## config.mk

```make
export PLATFORM = sky130hd
export DESIGN_NAME = fetch_top
export DESIGN_NICKNAME = d
export VERILOG_FILES = /design/src/source/fetch_pkg.sv /design/src/source/run_control.sv /design/src/source/fetch_unit.sv /design/src/source/imem_bridge.sv /design/src/source/fetch_queue.sv /design/src/source/retire_unit.sv /design/src/source/fetch_top.sv
export VERILOG_INCLUDE_DIRS = /design/src /design/src/include
export SDC_FILE = /design/constraint.sdc
export NUM_CORES = 1
export LEC_CHECK = 0
export BUFFER_PORTS_ARGS = -buffer_cell sky130_fd_sc_hd__clkbuf_2
export CORE_ASPECT_RATIO = 1.4
export CORE_UTILIZATION = 45
export DETAILED_ROUTE_END_ITERATION = 16
export PLACE_DENSITY = 0.65
export SKIP_LAST_GASP = 1
export SLEW_MARGIN = 25
export SYNTH_ARGS = -nofsm -noshare
export SYNTH_HDL_FRONTEND = slang
export SYNTH_SLANG_ARGS = --single-unit
export TNS_END_PERCENT = 10
```

## constraint.sdc

```tcl
create_clock -name clk -period 9.49 [get_ports clk]
set_input_delay 1.898 -clock clk [delete_from_list [all_inputs] [get_ports clk]]
set_output_delay 1.898 -clock clk [all_outputs]
set_load 0.01 [all_outputs]
```

## src/include/fetch_defs.svh

```systemverilog
`ifndef FETCH_DEFS_SVH
`define FETCH_DEFS_SVH

// data and address width
`define FETCH_XLEN 32

// fetch queue entries
`define FETCH_QUEUE_DEPTH 4

// bridge timing in clock cycles
`define FETCH_GRANT_CYCLES 2
`define FETCH_WAIT_CYCLES 2

// control word bit positions
`define FETCH_CTRL_START_BIT 0
`define FETCH_CTRL_RESET_BIT 1

// pc step per instruction
`define FETCH_INSTR_BYTES 4

`endif

```

## src/source/fetch_pkg.sv

```systemverilog
`default_nettype none
`include "fetch_defs.svh"

package fetch_pkg;

    // only JAL gets resolved here
    typedef enum logic [6:0] {
        OPC_JAL   = 7'b1101111,
        OPC_OTHER = 7'b0000000
    } opcode_e;

    typedef enum logic [1:0] {
        IDLE,
        RUN,
        STOPPED
    } run_state_e;

    // wishbone classic master side
    typedef struct packed {
        logic                   cyc;
        logic                   stb;
        logic [`FETCH_XLEN-1:0] adr;
    } wb_req_t;

    typedef struct packed {
        logic                   ack;
        logic [`FETCH_XLEN-1:0] dat;
    } wb_rsp_t;

    typedef struct packed {
        logic [`FETCH_XLEN-1:0] pc;
        logic [`FETCH_XLEN-1:0] instr;
    } fetch_item_t;

    typedef struct packed {
        logic                   valid;
        logic [`FETCH_XLEN-1:0] target;
    } redirect_t;

endpackage

`default_nettype wire

```

## src/source/run_control.sv

```systemverilog
`timescale 1ns/10ps
`default_nettype none
`include "fetch_defs.svh"

module run_control (
    input  logic                   clk,
    input  logic                   reset,
    input  logic [`FETCH_XLEN-1:0] ctrl_i,
    input  logic                   retire_fire_i,
    input  logic                   success_hit_i,
    output logic                   core_reset_o,
    output logic                   run_en_o,
    output logic                   stop_o,
    output logic [`FETCH_XLEN-1:0] cycle_count_o
);
    import fetch_pkg::*;

    logic [`FETCH_XLEN-1:0] ctrl_prev_q;
    logic                   start_q;
    logic                   soft_q;
    logic                   core_reset_q;
    logic [`FETCH_XLEN-1:0] count_q;
    run_state_e             state_q;

    // rising edges of the control bits become one-cycle pulses
    always_ff @(posedge clk) begin
        if (reset) begin
            ctrl_prev_q <= '0;
            start_q     <= 1'b0;
            soft_q      <= 1'b0;
        end else begin
            ctrl_prev_q <= ctrl_i;
            start_q     <= ctrl_i[`FETCH_CTRL_START_BIT] & ~ctrl_prev_q[`FETCH_CTRL_START_BIT];
            soft_q      <= ctrl_i[`FETCH_CTRL_RESET_BIT] & ~ctrl_prev_q[`FETCH_CTRL_RESET_BIT];
        end
    end

    // core reset for the rest of the front end
    always_ff @(posedge clk) begin
        core_reset_q <= reset | soft_q;
    end

    always_ff @(posedge clk) begin
        if (reset || soft_q) begin
            state_q <= IDLE;
            count_q <= '0;
        end else begin
            case (state_q)
                IDLE: begin
                    if (start_q) begin
                        state_q <= RUN;
                    end
                end
                RUN: begin
                    count_q <= count_q + 1'b1;
                    if (retire_fire_i && success_hit_i) begin
                        state_q <= STOPPED;
                    end
                end
                default: begin
                    // held here until the next soft reset
                    state_q <= STOPPED;
                end
            endcase
        end
    end

    assign core_reset_o  = core_reset_q;
    assign run_en_o      = (state_q == RUN);
    assign stop_o        = (state_q == STOPPED);
    assign cycle_count_o = count_q;

    // a stop is only entered from a running core
    assert property (@(posedge clk) disable iff (reset)
        $rose(stop_o) |-> $past(state_q) == RUN);

endmodule

`default_nettype wire

```

## src/source/fetch_unit.sv

```systemverilog
`timescale 1ns/10ps
`default_nettype none
`include "fetch_defs.svh"

module fetch_unit (
    input  logic                   clk,
    input  logic                   core_reset_i,
    input  logic                   run_en_i,
    input  logic [`FETCH_XLEN-1:0] initial_pc_i,
    input  fetch_pkg::redirect_t   redirect_i,
    output fetch_pkg::wb_req_t     wb_req_o,
    input  fetch_pkg::wb_rsp_t     wb_rsp_i,
    input  logic                   room_i,
    output logic                   push_valid_o,
    output fetch_pkg::fetch_item_t push_item_o
);

    logic [`FETCH_XLEN-1:0] pc_q;
    logic [`FETCH_XLEN-1:0] adr_q;
    logic                   busy_q;
    logic                   discard_q;
    logic                   done;
    logic                   issue;

    assign done  = busy_q & wb_rsp_i.ack;
    assign issue = ~busy_q & run_en_i & room_i & ~redirect_i.valid;

    always_ff @(posedge clk) begin
        if (core_reset_i) begin
            pc_q      <= initial_pc_i;
            busy_q    <= 1'b0;
            discard_q <= 1'b0;
        end else begin
            if (issue) begin
                busy_q <= 1'b1;
            end else if (done) begin
                busy_q <= 1'b0;
            end
            // jump target wins over the step
            if (redirect_i.valid) begin
                pc_q <= redirect_i.target;
            end else if (done && !discard_q) begin
                pc_q <= pc_q + `FETCH_XLEN'(`FETCH_INSTR_BYTES);
            end
            // read in flight belongs to the old path
            if (done) begin
                discard_q <= 1'b0;
            end else if (busy_q && redirect_i.valid) begin
                discard_q <= 1'b1;
            end
        end
    end

    // address stays put for the whole read
    always_ff @(posedge clk) begin
        if (issue) begin
            adr_q <= pc_q;
        end
    end

    assign wb_req_o.cyc = busy_q;
    assign wb_req_o.stb = busy_q;
    assign wb_req_o.adr = adr_q;

    assign push_valid_o      = done & ~discard_q & ~redirect_i.valid;
    assign push_item_o.pc    = adr_q;
    assign push_item_o.instr = wb_rsp_i.dat;

    assert property (@(posedge clk) disable iff (core_reset_i)
        wb_req_o.stb && !wb_rsp_i.ack |=> wb_req_o.stb && $stable(wb_req_o.adr));

endmodule

`default_nettype wire

```

## src/source/imem_bridge.sv

```systemverilog
`timescale 1ns/10ps
`default_nettype none
`include "fetch_defs.svh"

module imem_bridge (
    input  logic                   clk,
    input  logic                   core_reset_i,
    input  fetch_pkg::wb_req_t     wb_req_i,
    output fetch_pkg::wb_rsp_t     wb_rsp_o,
    output logic                   ins_mem_en_o,
    output logic [`FETCH_XLEN-1:0] ins_mem_addr_o,
    input  logic [`FETCH_XLEN-1:0] ins_mem_dout_i
);

    localparam int GRANT_LAST = `FETCH_GRANT_CYCLES - 1;
    localparam int ACK_LAST   = `FETCH_GRANT_CYCLES + `FETCH_WAIT_CYCLES - 1;
    localparam int CNT_W      = $clog2(ACK_LAST + 2);

    logic             active;
    logic [CNT_W-1:0] cnt_q;
    logic             en_q;
    logic             ack_q;

    assign active = wb_req_i.cyc & wb_req_i.stb;

    // one counter covers grant and wait
    // it holds the cycle number since stb rose
    always_ff @(posedge clk) begin
        if (core_reset_i) begin
            cnt_q <= '0;
            en_q  <= 1'b0;
            ack_q <= 1'b0;
        end else begin
            if (active && !ack_q) begin
                cnt_q <= cnt_q + 1'b1;
            end else begin
                cnt_q <= '0;
            end
            en_q  <= active && !ack_q && (cnt_q == CNT_W'(GRANT_LAST));
            ack_q <= active && (cnt_q == CNT_W'(ACK_LAST));
        end
    end

    assign ins_mem_en_o   = en_q;
    assign ins_mem_addr_o = wb_req_i.adr;

    // RAM output is still held from the enable pulse
    assign wb_rsp_o.ack = ack_q;
    assign wb_rsp_o.dat = ins_mem_dout_i;

    assert property (@(posedge clk) disable iff (core_reset_i)
        wb_rsp_o.ack |=> !wb_rsp_o.ack);

endmodule

`default_nettype wire

```

## src/source/fetch_queue.sv

```systemverilog
`timescale 1ns/10ps
`default_nettype none
`include "fetch_defs.svh"

module fetch_queue (
    input  logic                   clk,
    input  logic                   core_reset_i,
    input  logic                   flush_i,
    input  logic                   push_valid_i,
    input  fetch_pkg::fetch_item_t push_item_i,
    output logic                   room_o,
    output logic                   head_valid_o,
    output fetch_pkg::fetch_item_t head_item_o,
    input  logic                   head_ready_i
);
    import fetch_pkg::*;

    localparam int DEPTH = `FETCH_QUEUE_DEPTH;
    localparam int PTR_W = (DEPTH > 1) ? $clog2(DEPTH) : 1;

    fetch_item_t      mem_q [DEPTH];
    logic [PTR_W-1:0] wr_ptr_q;
    logic [PTR_W-1:0] rd_ptr_q;
    logic [PTR_W:0]   count_q;
    logic             pop;

    // wraps at DEPTH so any depth works
    function automatic logic [PTR_W-1:0] next_ptr(input logic [PTR_W-1:0] ptr);
        return (ptr == PTR_W'(DEPTH - 1)) ? '0 : ptr + 1'b1;
    endfunction

    assign pop = head_valid_o & head_ready_i;

    always_ff @(posedge clk) begin
        if (core_reset_i || flush_i) begin
            wr_ptr_q <= '0;
            rd_ptr_q <= '0;
            count_q  <= '0;
        end else begin
            if (push_valid_i) begin
                wr_ptr_q <= next_ptr(wr_ptr_q);
            end
            if (pop) begin
                rd_ptr_q <= next_ptr(rd_ptr_q);
            end
            if (push_valid_i && !pop) begin
                count_q <= count_q + 1'b1;
            end else if (pop && !push_valid_i) begin
                count_q <= count_q - 1'b1;
            end
        end
    end

    always_ff @(posedge clk) begin
        if (push_valid_i) begin
            mem_q[wr_ptr_q] <= push_item_i;
        end
    end

    assign room_o       = (count_q != (PTR_W + 1)'(DEPTH));
    assign head_valid_o = (count_q != '0);
    assign head_item_o  = mem_q[rd_ptr_q];

    // fetch only starts a read with a free slot
    assert property (@(posedge clk) disable iff (core_reset_i)
        push_valid_i |-> count_q != (PTR_W + 1)'(DEPTH));

endmodule

`default_nettype wire

```

## src/source/retire_unit.sv

```systemverilog
`timescale 1ns/10ps
`default_nettype none
`include "fetch_defs.svh"

module retire_unit (
    input  logic                   clk,
    input  logic                   core_reset_i,
    input  logic                   run_en_i,
    input  logic                   head_valid_i,
    input  fetch_pkg::fetch_item_t head_item_i,
    output logic                   head_ready_o,
    input  logic [`FETCH_XLEN-1:0] success_code_i,
    output logic                   retire_valid_o,
    output fetch_pkg::fetch_item_t retire_item_o,
    input  logic                   retire_ready_i,
    output fetch_pkg::redirect_t   redirect_o,
    output logic                   retire_fire_o,
    output logic                   success_hit_o
);
    import fetch_pkg::*;

    fetch_item_t            item_q;
    logic                   valid_q;
    opcode_e                opcode;
    logic                   is_jal;
    logic                   is_marker;
    logic                   fire;
    logic                   accept;
    logic [`FETCH_XLEN-1:0] jal_imm;

    assign opcode    = opcode_e'(item_q.instr[6:0]);
    assign is_jal    = (opcode == OPC_JAL);
    assign is_marker = (item_q.instr == success_code_i);
    assign fire      = valid_q & retire_ready_i;

    // J-type immediate
    assign jal_imm = {{12{item_q.instr[31]}}, item_q.instr[19:12], item_q.instr[20],
                      item_q.instr[30:21], 1'b0};

    // no refill behind a jump or the marker
    // the head is younger and goes away with the flush or the stop
    assign head_ready_o = run_en_i & (~valid_q | (fire & ~is_jal & ~is_marker));
    assign accept       = head_valid_i & head_ready_o;

    always_ff @(posedge clk) begin
        if (core_reset_i) begin
            valid_q <= 1'b0;
        end else if (accept) begin
            valid_q <= 1'b1;
        end else if (fire) begin
            valid_q <= 1'b0;
        end
    end

    always_ff @(posedge clk) begin
        if (accept) begin
            item_q <= head_item_i;
        end
    end

    assign retire_valid_o    = valid_q;
    assign retire_item_o     = item_q;
    assign retire_fire_o     = fire;
    assign success_hit_o     = valid_q & is_marker;
    assign redirect_o.valid  = fire & is_jal;
    assign redirect_o.target = item_q.pc + jal_imm;

endmodule

`default_nettype wire

```

## src/source/fetch_top.sv

```systemverilog
`timescale 1ns/10ps
`default_nettype none
`include "fetch_defs.svh"

module fetch_top (
    input  logic                   clk,
    input  logic                   reset,
    input  logic [`FETCH_XLEN-1:0] ctrl_i,
    input  logic [`FETCH_XLEN-1:0] initial_pc_i,
    input  logic [`FETCH_XLEN-1:0] success_code_i,
    output logic                   ins_mem_en_o,
    output logic [`FETCH_XLEN-1:0] ins_mem_addr_o,
    input  logic [`FETCH_XLEN-1:0] ins_mem_dout_i,
    output logic                   retire_valid_o,
    output fetch_pkg::fetch_item_t retire_item_o,
    input  logic                   retire_ready_i,
    output logic                   stop_o,
    output logic [`FETCH_XLEN-1:0] cycle_count_o
);
    import fetch_pkg::*;

    logic        core_reset;
    logic        run_en;
    logic        retire_fire;
    logic        success_hit;
    wb_req_t     wb_req;
    wb_rsp_t     wb_rsp;
    redirect_t   redirect;
    logic        room;
    logic        push_valid;
    fetch_item_t push_item;
    logic        head_valid;
    logic        head_ready;
    fetch_item_t head_item;

    run_control u_run_control (
        .clk           (clk),
        .reset         (reset),
        .ctrl_i        (ctrl_i),
        .retire_fire_i (retire_fire),
        .success_hit_i (success_hit),
        .core_reset_o  (core_reset),
        .run_en_o      (run_en),
        .stop_o        (stop_o),
        .cycle_count_o (cycle_count_o)
    );

    fetch_unit u_fetch_unit (
        .clk          (clk),
        .core_reset_i (core_reset),
        .run_en_i     (run_en),
        .initial_pc_i (initial_pc_i),
        .redirect_i   (redirect),
        .wb_req_o     (wb_req),
        .wb_rsp_i     (wb_rsp),
        .room_i       (room),
        .push_valid_o (push_valid),
        .push_item_o  (push_item)
    );

    imem_bridge u_imem_bridge (
        .clk            (clk),
        .core_reset_i   (core_reset),
        .wb_req_i       (wb_req),
        .wb_rsp_o       (wb_rsp),
        .ins_mem_en_o   (ins_mem_en_o),
        .ins_mem_addr_o (ins_mem_addr_o),
        .ins_mem_dout_i (ins_mem_dout_i)
    );

    // a taken jump empties the queue
    fetch_queue u_fetch_queue (
        .clk          (clk),
        .core_reset_i (core_reset),
        .flush_i      (redirect.valid),
        .push_valid_i (push_valid),
        .push_item_i  (push_item),
        .room_o       (room),
        .head_valid_o (head_valid),
        .head_item_o  (head_item),
        .head_ready_i (head_ready)
    );

    retire_unit u_retire_unit (
        .clk            (clk),
        .core_reset_i   (core_reset),
        .run_en_i       (run_en),
        .head_valid_i   (head_valid),
        .head_item_i    (head_item),
        .head_ready_o   (head_ready),
        .success_code_i (success_code_i),
        .retire_valid_o (retire_valid_o),
        .retire_item_o  (retire_item_o),
        .retire_ready_i (retire_ready_i),
        .redirect_o     (redirect),
        .retire_fire_o  (retire_fire),
        .success_hit_o  (success_hit)
    );

endmodule

`default_nettype wire

```

==> results of run 1 <==
==> power by group through the flow <==
stage	sequential, uW	combinational, uW	clock (uW)
3_3_place_gp	2180	109	0
5_1_grt	2140	122	1730
2_1_floorplan	2180	54.2	0
3_5_place_dp	2180	111	0
4_1_cts	2140	112	1650
6_report	2140	110	1620
==> cell families after synthesis <==
group	after synthesis	share of synthesized area [%]
multiplexers	67	7.96
buffers and inverters	71	1.51
flip-flops	438	68.3
AO/OA/AOI/OAI	175	5.92
AND/OR/NAND/NOR	305	8.29
adder cells (fa/ha/maj)	43	2.99
XOR/XNOR	107	5.07
==> worst max-delay path, delay by kind of cell <==
family	cells	cell delay (ns)
and+or+nand+nor	3	1.49
buffers and inverters	3	1.13
AOI/OAI and AO/OA	2	0.44
xor gates and xnor gates	1	0.14
==> synthesized netlist by cell type (all sizes together) (17+ instances only) <==
cell type  number
nor2           89
o21ai          46
inv            28
xor2           73
nand3          33
nand2          79
and3           17
edfxtp        384
dfxtp          54
clkbuf         27
ha             41
a21oi          62
mux4           64
xnor2          34
==> final cells by class <==
class                           instances  area (sq um)
Clock buffer                           53          1110
Clock inverter                         23           189
Fill cell                            3352         18800
Inverter                               29           109
Multi-Input combinational cell        697          5600
Sequential cell                       438         12600
Tap cell                              534           668
Timing Repair Buffer                  244          1250
==> placed cells by master (no fill, tap or decap), drive strengths merged, types with 7 or more instances in the layout <==
cell type  netlist  layout
edfxtp         384     384
clkbuf          27     284
nor2            89      89
nand2           79      79
xor2            73      73
mux4            64      64
a21oi           62      62
dfxtp           54      54
o21ai           46      46
ha              41      41
xnor2           34      34
nand3           33      33
inv             28      29
clkinv           1      18
and3            17      17
nand4           15      15
buf             15      13
nor4            13      13
nor3            12      12
nor2b           11      11
or3             10      10
a211oi           9       9
and4             9       9
o22ai            8       8
a31oi            7       7
==> stage by stage <==
step | instances | utilization, %
finish | 2018 | 53.4
global route | 2018 | 53.4
CTS | 2018 | 53.4
detailed placement | 1942 | 50.1
global placement | 1942 | 50.1
floorplan | 1206 | -
==> how the worst max path moves through the flow <==
stage	start	to	slack (ns)	depth (start not counted)
global placement	success_code_i[1]	u_retire_unit.retire_item_o[51]	3.84	9
finish	success_code_i[1]	u_retire_unit.retire_item_o[19]	4.58	9
CTS	success_code_i[1]	u_retire_unit.retire_item_o[19]	4.45	9
floorplan	retire_ready_i	u_fetch_unit.adr_q[0]	1.48	3
detailed placement	success_code_i[1]	u_retire_unit.retire_item_o[52]	3.81	9
global route	success_code_i[1]	u_retire_unit.retire_item_o[19]	4.40	9
==> flip-flops by register name, summed over array words and instances, names as in the netlist, 2 cells and up <==
signal                       count
u_fetch_unit.pc_q               32
u_fetch_unit.adr_q              32
u_run_control.cycle_count_o     32
u_fetch_queue.rd_ptr_q           2
u_run_control.state_q            2
u_fetch_queue.wr_ptr_q           2
u_imem_bridge.cnt_q              3
u_retire_unit.retire_item_o     64
u_fetch_queue.count_q            3
u_fetch_queue.mem_q            256
u_run_control.ctrl_prev_q        2
==> routing by layer <==
metal | GRT usage, % | vias to the layer above
met5 | 0 | -
met4 | 6.69 | 4
met3 | 3.77 | 76
met2 | 39.4 | 337
met1 | 26.4 | 5641
li1 | - | 5125
==> impl_metrics.toml, run 1 <==
[power_and_ir_drop]
pwr-share-comb_pct = 2.8
total_power_uw = 3870
p_leak_uw = 0.00755
power.internal_uw = 3070
switching_share_pct = 20.6
peakVddDrop_mv = 0.123
p_switching_uw = 798
p_clk_share_pct = 41.8
powerDensity_mw_per_mm2 = 180
power_frac_seq_pct = 55.4

[worst_setup_path]
cp_cell_sequence = "clkbuf_2, xor2_1, nor4_1, nand4_1, nor2_1, o21ai_0, o311ai_1, inv_2, buf_4"
end_kind = "flip-flop"
max_stage_delay_ns = 0.74
crit_arrival_ns = 5.14
rr_startpoint = "u_retire_unit.retire_item_o[22]"
cp_max_fo = 36
r2r-end = "u_retire_unit.retire_item_o[19]"
cp_data_required_time_ns = 9.72
start_kind = "input pin"
critical_path_class = "input pin to flip-flop"
crit_path_top_delay_cell = "nor4_1"
r2r_cells = 8
ff2ff_setup_slack_ns = 5.38

[global_route]
grt_use_total_pct = 21.8
grt_pass1_vias = 11076
grt_pass1_wl_mm = 68.1
grt.overflow.total = 0
grt_max_degree = 56
antenna_found_initial = 2

[routing]
wl_met2_mm = 24.1
dr_wl_met3_mm = 2.63
vias = 11183
wl_met1_mm = 17.4
avgViaCountPerCell = 5.54
wirelength_mm = 45.4
wl_per_cell_microns = 22.5
drt_iter0_drc = 842
dr.max_layer_used = "met5"
firstDrtPassIters = 5
drcViolationCount = 0
ant_nets = 0

[clock_network]
cts_sinks = 438
clk_path_buf_depth = 3
cts_setup_buffers = 0
cts-root-buf = "clkbuf_16"
cts_resized = 0
cts_made_buffers = 42
clk_latency_ns = 0.55
clkSlewWorstSetupHoldPaths_ns = 0.06
htreeDepth = 2
cts_hold_buf = 0
tritoncts = "built"

[synthesis]
synth_area_sq_mm = 0.0185
avgSynthCellArea_sq_um = 15.3
netlist_instances = 1206
synth.area.top_cells = "edfxtp_1, mux4_2, dfxtp_1, xor2_1, ha_1"
synth-main-ff-cell = "edfxtp_1"
synth_edf_count = 384
yosysWarnings = 0
ys_seq_area_share_pct = 68.3
syn_nets = 1380
ys_seq_elements = 438
ys_types = 66
synthArstFlopShare_pct = 0
synth_top_area_share_pct = 62.4
synth.largest_area_cell = "edfxtp_1"

[hold_path]
hold_end = "u_run_control.soft_q"
hold_path.class = "flip-flop to flip-flop"
min_from = "u_run_control.ctrl_prev_q[1]"
hold_depth = 1

[timing]
layout_setup_ws_ns = 4.58
hold_viol_final = 0
period_needed_ns = 4.91
worst_slew_pin_slew_ns = 0.936
fmax_ghz = 0.204
hold_slack_ns = 0.380
period_share_pct = 51.8
setup_viol_count_final = 0
rsz0062_at_grt = "no"
relSlewSlack_pct = 37.6
slew_viol_final = 0
fin_worst_skew_ns = 0.0198
fin_setup_tns_ns = 0

[finish]
nNetsFinal = 1626
drive_gt1_share_pct = 26.4
diodes = 0
synthToLayoutAreaGrowth_pct = 16.6
final_area_sq_mm = 0.0216

[placement]
placed_cell_area_sq_mm = 0.0202
hpwl_mm = 30.6
place_congestion = 0.936
dp_slack_ns = 3.81
io_buffers = 231

[floorplan]
start_util_pct = 45.8
ios = 262
die_w_microns = 173
dieArea_sq_mm = 0.0419
num_rows = 87
core_region_area_sq_mm = 0.0404
die_h_microns = 242

[run]
drv_cap = 0

[run_status]
status = "completed"
No activity file was read; power rests on OpenSTA's default activity.
==> run 2: changes to the inputs <==
--- a/config.mk
+++ b/config.mk
@@ -10,7 +10,7 @@
 export CORE_ASPECT_RATIO = 1.4
 export CORE_UTILIZATION = 45
 export DETAILED_ROUTE_END_ITERATION = 16
-export PLACE_DENSITY = 0.65
+export PLACE_DENSITY = 0.68
 export SKIP_LAST_GASP = 1
 export SLEW_MARGIN = 25
 export SYNTH_ARGS = -nofsm -noshare
==> constraint.sdc (replaced) <==
create_clock -name clk -period 4.3 [get_ports clk]
set_input_delay 0.86 -clock clk [delete_from_list [all_inputs] [get_ports clk]]
set_output_delay 0.86 -clock clk [all_outputs]
set_load 0.01 [all_outputs]
==> run 2 against run 1 <==
  * Design area grew 1.1%
  * Combinational power grew 120%
  * Core utilization grew 0.61 points
  * Via count grew 0.50%
  * Clock power grew 140%
  * Wire length shrank 0.38%
  * Non-clock buffer count grew 6
  * Critical path type is now flip-flop to flip-flop
  * Highest routed layer unchanged
  * First-iteration DRC count shrank 1.1%
  * Die area is the same
  * Largest power group unchanged
  * Worst hold slack gained 0.0048 ns
  * Count of clock-buffer cells in the layout shrank 6
  * Total power grew 130%
==> impl_metrics.toml, run 2 (synthesis gave the netlist of run 1 again) <==
[timing]
worst_slew_pin_slew_ns = 0.951
relSlewSlack_pct = 36.6
hold_viol_final = 0
fmax_ghz = 0.291
slew_viol_final = 0
fin_setup_tns_ns = 0
fin_worst_skew_ns = 0.0161
hold_slack_ns = 0.385
rsz0062_at_grt = "no"
period_share_pct = 79.9
period_needed_ns = 3.44
setup_viol_count_final = 0

[finish]
largest_reg_flops = 256
mostFrequentLayoutCell = "edfxtp_1"
drive_gt1_share_pct = 27.2
nFillCells = 3265
synthToLayoutAreaGrowth_pct = 18.0
regMostFlops = "u_fetch_queue.mem_q"
final_area_sq_mm = 0.0218
nNetsFinal = 1632
final_cell_mix = "edfxtp_1, clkbuf_2, nor2_1"

[clock_network]
cts_made_buffers = 42
cts_sinks = 438
clk_latency_ns = 0.56
clkSlewWorstSetupHoldPaths_ns = 0.07
cts_hold_buf = 0
tritoncts = "built"
clk_path_buf_depth = 3
htreeDepth = 2
cts-root-buf = "clkbuf_16"
cts_resized = 0
cts_setup_buffers = 0

[floorplan]
dieArea_sq_mm = 0.0419
die_h_microns = 242
num_rows = 87
start_util_pct = 45.8
ios = 262
die_w_microns = 173
core_region_area_sq_mm = 0.0404

[worst_setup_path]
cp-startpoint = "u_retire_unit.retire_item_o[21]"
cp_max_fo = 4
max_stage_delay_ns = 0.56
start_kind = "flip-flop"
r2r_cells = 11
critical_path_class = "flip-flop to flip-flop"
crit_arrival_ns = 3.74
cp_cell_sequence = "ha_1, inv_1, fa_1, nor2b_1, o211ai_1, a211oi_1, o221a_2, o211ai_2, and3_1, o21ai_1, a2bb2oi_1"
end_kind = "flip-flop"
rr_startpoint = "u_retire_unit.retire_item_o[21]"
cp_data_required_time_ns = 4.60
crit_path_top_delay_cell = "a211oi_1"

[routing]
drcViolationCount = 0
vias = 11239
firstDrtPassIters = 6
wirelength_mm = 45.2
drt_iter0_drc = 833
avgViaCountPerCell = 5.55
ant_nets = 0
wl_per_cell_microns = 22.3

[placement]
io_buffers = 231
hpwl_mm = 31.1
place_congestion = 0.907
placed_cell_area_sq_mm = 0.0204

[global_route]
grt_pass1_wl_mm = 67.8
grt_max_degree = 54
grt_use_total_pct = 21.6
top_usage_layer = "met2"
grt_util_met2_pct = 38.3
antenna_found_initial = 2
grt.overflow.total = 0
grt_pass1_vias = 11198
gr-usage-met1_pct = 26.5
use_met3_pct = 3.19

[hold_path]
min_from = "u_run_control.ctrl_prev_q[1]"
hold_path.class = "flip-flop to flip-flop"
hold_depth = 1

[power_and_ir_drop]
total_power_uw = 8800
peakVddDrop_mv = 0.335
p_leak_uw = 0.00765
powerDensity_mw_per_mm2 = 404

[run_status]
status = "completed"

[run]
drv_cap = 0
run 2: path summary, 6_finish.rpt:
check	endpoint	slack, ns
max	u_fetch_unit.pc_q[29]	0.86
min	u_run_control.soft_q	0.39
max reg2reg	u_fetch_unit.pc_q[29]	0.86
min reg2reg	u_run_control.soft_q	0.39
run 2: worst max-delay path: cells and delay by family (launching register included):
family                   cells  cell delay [ns]
AO/OA/AOI/OAI                6             1.47
adder cells (fa/ha/maj)      2             0.61
buffers and inverters        1             0.06
flip-flops                   1             0.55
AND/OR/NAND/NOR              2             0.48
run 2: through the flow:
step / std cells / setup WS [ns] / utilization [%]
after global placement: 1948 / 0.646 / 50.4
after global routing: 2025 / 0.648 / 54.0
final: 2025 / 0.864 / 54.0
after floorplan: 1206 / 0.573 / -
after detailed placement: 1948 / 0.628 / 50.4
after CTS: 2024 / 0.856 / 54.0
run 2: power by group:
part           internal [uW]  leakage, uW  switching (uW)
sequential              4670      0.00392            61.3
combinational           98.8      0.00303             144
clock                   2220     0.000690            1610
run 2: cell type report:
type	instances	area [sq um]	area share [%]
diodes	1	2.50	0.0115
clock buffers	47	1100	5.05
clock inverters	29	327	1.50
inverters	29	109	0.499
multi-input cells	697	5610	25.7
flip-flops and latches	438	12600	57.9
well taps	534	668	3.07
repair buffers	250	1360	6.24
run 2: metal layers:
metal  routed length [microns]  share of wire (%)  vias up
li1                          -                  -     5144
met1                     17800                 39     5616
met2                     23500                 52      386
met3                      2330                5.2       91
met4                      1580                3.5        2
met5                        12              0.027        -
==> run 3: changes to the inputs <==
--- a/config.mk
+++ b/config.mk
@@ -10,7 +10,7 @@
 export CORE_ASPECT_RATIO = 1.4
 export CORE_UTILIZATION = 45
 export DETAILED_ROUTE_END_ITERATION = 16
-export PLACE_DENSITY = 0.68
+export PLACE_DENSITY = 0.65
 export SKIP_LAST_GASP = 1
 export SLEW_MARGIN = 25
 export SYNTH_ARGS = -nofsm -noshare
==> constraint.sdc (replaced) <==
create_clock -name clk -period 3.3 [get_ports clk]
set_input_delay 0.66 -clock clk [delete_from_list [all_inputs] [get_ports clk]]
set_output_delay 0.66 -clock clk [all_outputs]
set_load 0.01 [all_outputs]
==> run 3 against run 2 <==
  * First-iteration DRC count shrank 22%
  * Total power grew 30%
  * Critical path depth grew 4
  * Sequential power grew 30%
  * Die area is the same
  * Worst setup slack lost 0.69 ns
  * Combinational power grew 30%
  * Core utilization grew 0.71 points
  * Highest routed layer unchanged
  * Wire length grew 0.17%
==> impl_metrics.toml, run 3 (synthesis gave the netlist of run 1 again) <==
[placement]
place_congestion = 0.927
placed_cell_area_sq_mm = 0.0206
io_buffers = 231
hpwl_mm = 31.8
dp_slack_ns = -0.332

[timing]
period_needed_ns = 3.13
fin_worst_skew_ns = 0.0124
slew_viol_final = 0
fmax_ghz = 0.320
hold_viol_final = 0
rsz0062_at_grt = "no"
fin_setup_tns_ns = 0
layout_setup_ws_ns = 0.175
setup_viol_count_final = 0
worst_slew_pin_slew_ns = 0.814
relSlewSlack_pct = 45.7
period_share_pct = 94.7

[floorplan]
ios = 262
dieArea_sq_mm = 0.0419
core_region_area_sq_mm = 0.0404
num_rows = 87
start_util_pct = 45.8
die_w_microns = 173
die_h_microns = 242

[clock_network]
clkSlewWorstSetupHoldPaths_ns = 0.07
cts_sinks = 438
tritoncts = "built"
clk_path_buf_depth = 3
htreeDepth = 2
clk_latency_ns = 0.56
cts_made_buffers = 42
cts-root-buf = "clkbuf_16"

[finish]
synthToLayoutAreaGrowth_pct = 19.5
nNetsFinal = 1662
regMostFlops = "u_fetch_queue.mem_q"
mostFrequentLayoutCell = "edfxtp_1"
diodes = 0
final_cell_mix = "edfxtp_1, clkbuf_2, nor2_1"
nFillCells = 3342
final_util_pct = 54.7
drive_gt1_share_pct = 28.7
largest_reg_flops = 256
final_area_sq_mm = 0.0221

[run]
drv_cap = 0

[routing]
firstDrtPassIters = 5
wl_per_cell_microns = 22.0
ant_nets = 0
avgViaCountPerCell = 5.52
drt_iter0_drc = 649
wirelength_mm = 45.3
vias = 11336
drcViolationCount = 0

[worst_setup_path]
cp-startpoint = "u_retire_unit.retire_item_o[22]"
cp_data_required_time_ns = 3.75
crit_arrival_ns = 3.57
critical_path_class = "flip-flop to flip-flop"
ff2ff_setup_slack_ns = 0.17
rr_startpoint = "u_retire_unit.retire_item_o[22]"
r2r-end = "u_fetch_queue.count_q[2]"
end_kind = "flip-flop"
start_kind = "flip-flop"
cp_max_fo = 2
r2r_cells = 15
critPathCapture = "u_fetch_queue.count_q[2]"

[global_route]
antenna_found_initial = 2
grt.overflow.total = 0
grt_max_degree = 51
grt_use_total_pct = 21.8
grt_pass1_wl_mm = 67.9
grt_pass1_vias = 11211

[power_and_ir_drop]
total_power_uw = 11500
powerDensity_mw_per_mm2 = 519
peakVddDrop_mv = 0.435
p_leak_uw = 0.00781

[run_status]
status = "completed"

[hold_path]
hold_path.class = "input pin to flip-flop"
## run 3: changes by cell type in the layout (fill, tap and decap cells not counted), moves of 3 or more
cell	before	now
clkinv_2	8	5
clkbuf_1	3	7
clkinvlp_4	4	1
buf_12	5	9
buf_4	14	40
## run 3: what timing repair did
item / 4_1_cts / 5_1_grt
resized for setup: 1 / 4
endpoints found under the setup margin: 2 / 1
pin swaps: 0 / 4
hold buffers: 0 / 0
buffers inserted: 2 / 4
## run 3: critical path, cell delays in order (launching register included)
cell	delay (ns)
edfxtp_1	0.44
xor2_1	0.20
nor4_2	0.38
buf_4	0.21
nand4_1	0.10
nor2_2	0.18
buf_4	0.15
o21ai_0	0.10
o311ai_2	0.11
ha_2	0.24
inv_1	0.05
fa_1	0.39
xor2_1	0.15
nor2_1	0.11
xnor2_1	0.13
nor2_1	0.05
## run 3: routing by layer
layer	global-route usage (%)	vias up	share of wire, %
met5	0	-	0.051
met4	7.18	4	2.8
met3	3.69	71	4.8
met2	38.7	334	53
met1	26.7	5712	40
li1	-	5215	-
## run 3: worst min-delay path by stage
stage,slack [ns],from,end,cells past startpoint
CTS,0.28,reset,u_run_control.ctrl_prev_q[1],2
global route,0.30,reset,u_run_control.ctrl_prev_q[1],2
finish,0.30,reset,u_run_control.ctrl_prev_q[1],2
detailed placement,0.38,u_run_control.ctrl_prev_q[1],u_run_control.soft_q,1
floorplan,0.37,u_run_control.ctrl_prev_q[1],u_run_control.soft_q,1
global placement,0.37,u_run_control.ctrl_prev_q[1],u_run_control.soft_q,1
## run 3: area by class of cell
cell class / instances / area, sq um / share of cell area (%)
Sequential cell: 438 / 12600 / 57.1
Multi-Input combinational cell: 697 / 5640 / 25.5
Timing Repair Buffer: 280 / 1640 / 7.41
Clock buffer: 50 / 1100 / 4.99
Tap cell: 534 / 668 / 3.03
Clock inverter: 27 / 315 / 1.43
Inverter: 29 / 109 / 0.493
## run 3: per-stage QoR
step | hold WS [ns] | std cells
floorplan | 0.367 | 1206
global placement | 0.374 | 1972
detailed placement | 0.380 | 1972
CTS | 0.276 | 2051
global route | 0.297 | 2055
finish | 0.298 | 2055
## run 3: power by group
part	switching, uW	internal, uW
clock network	2100	2880
registers	86.9	6080
logic	183	134
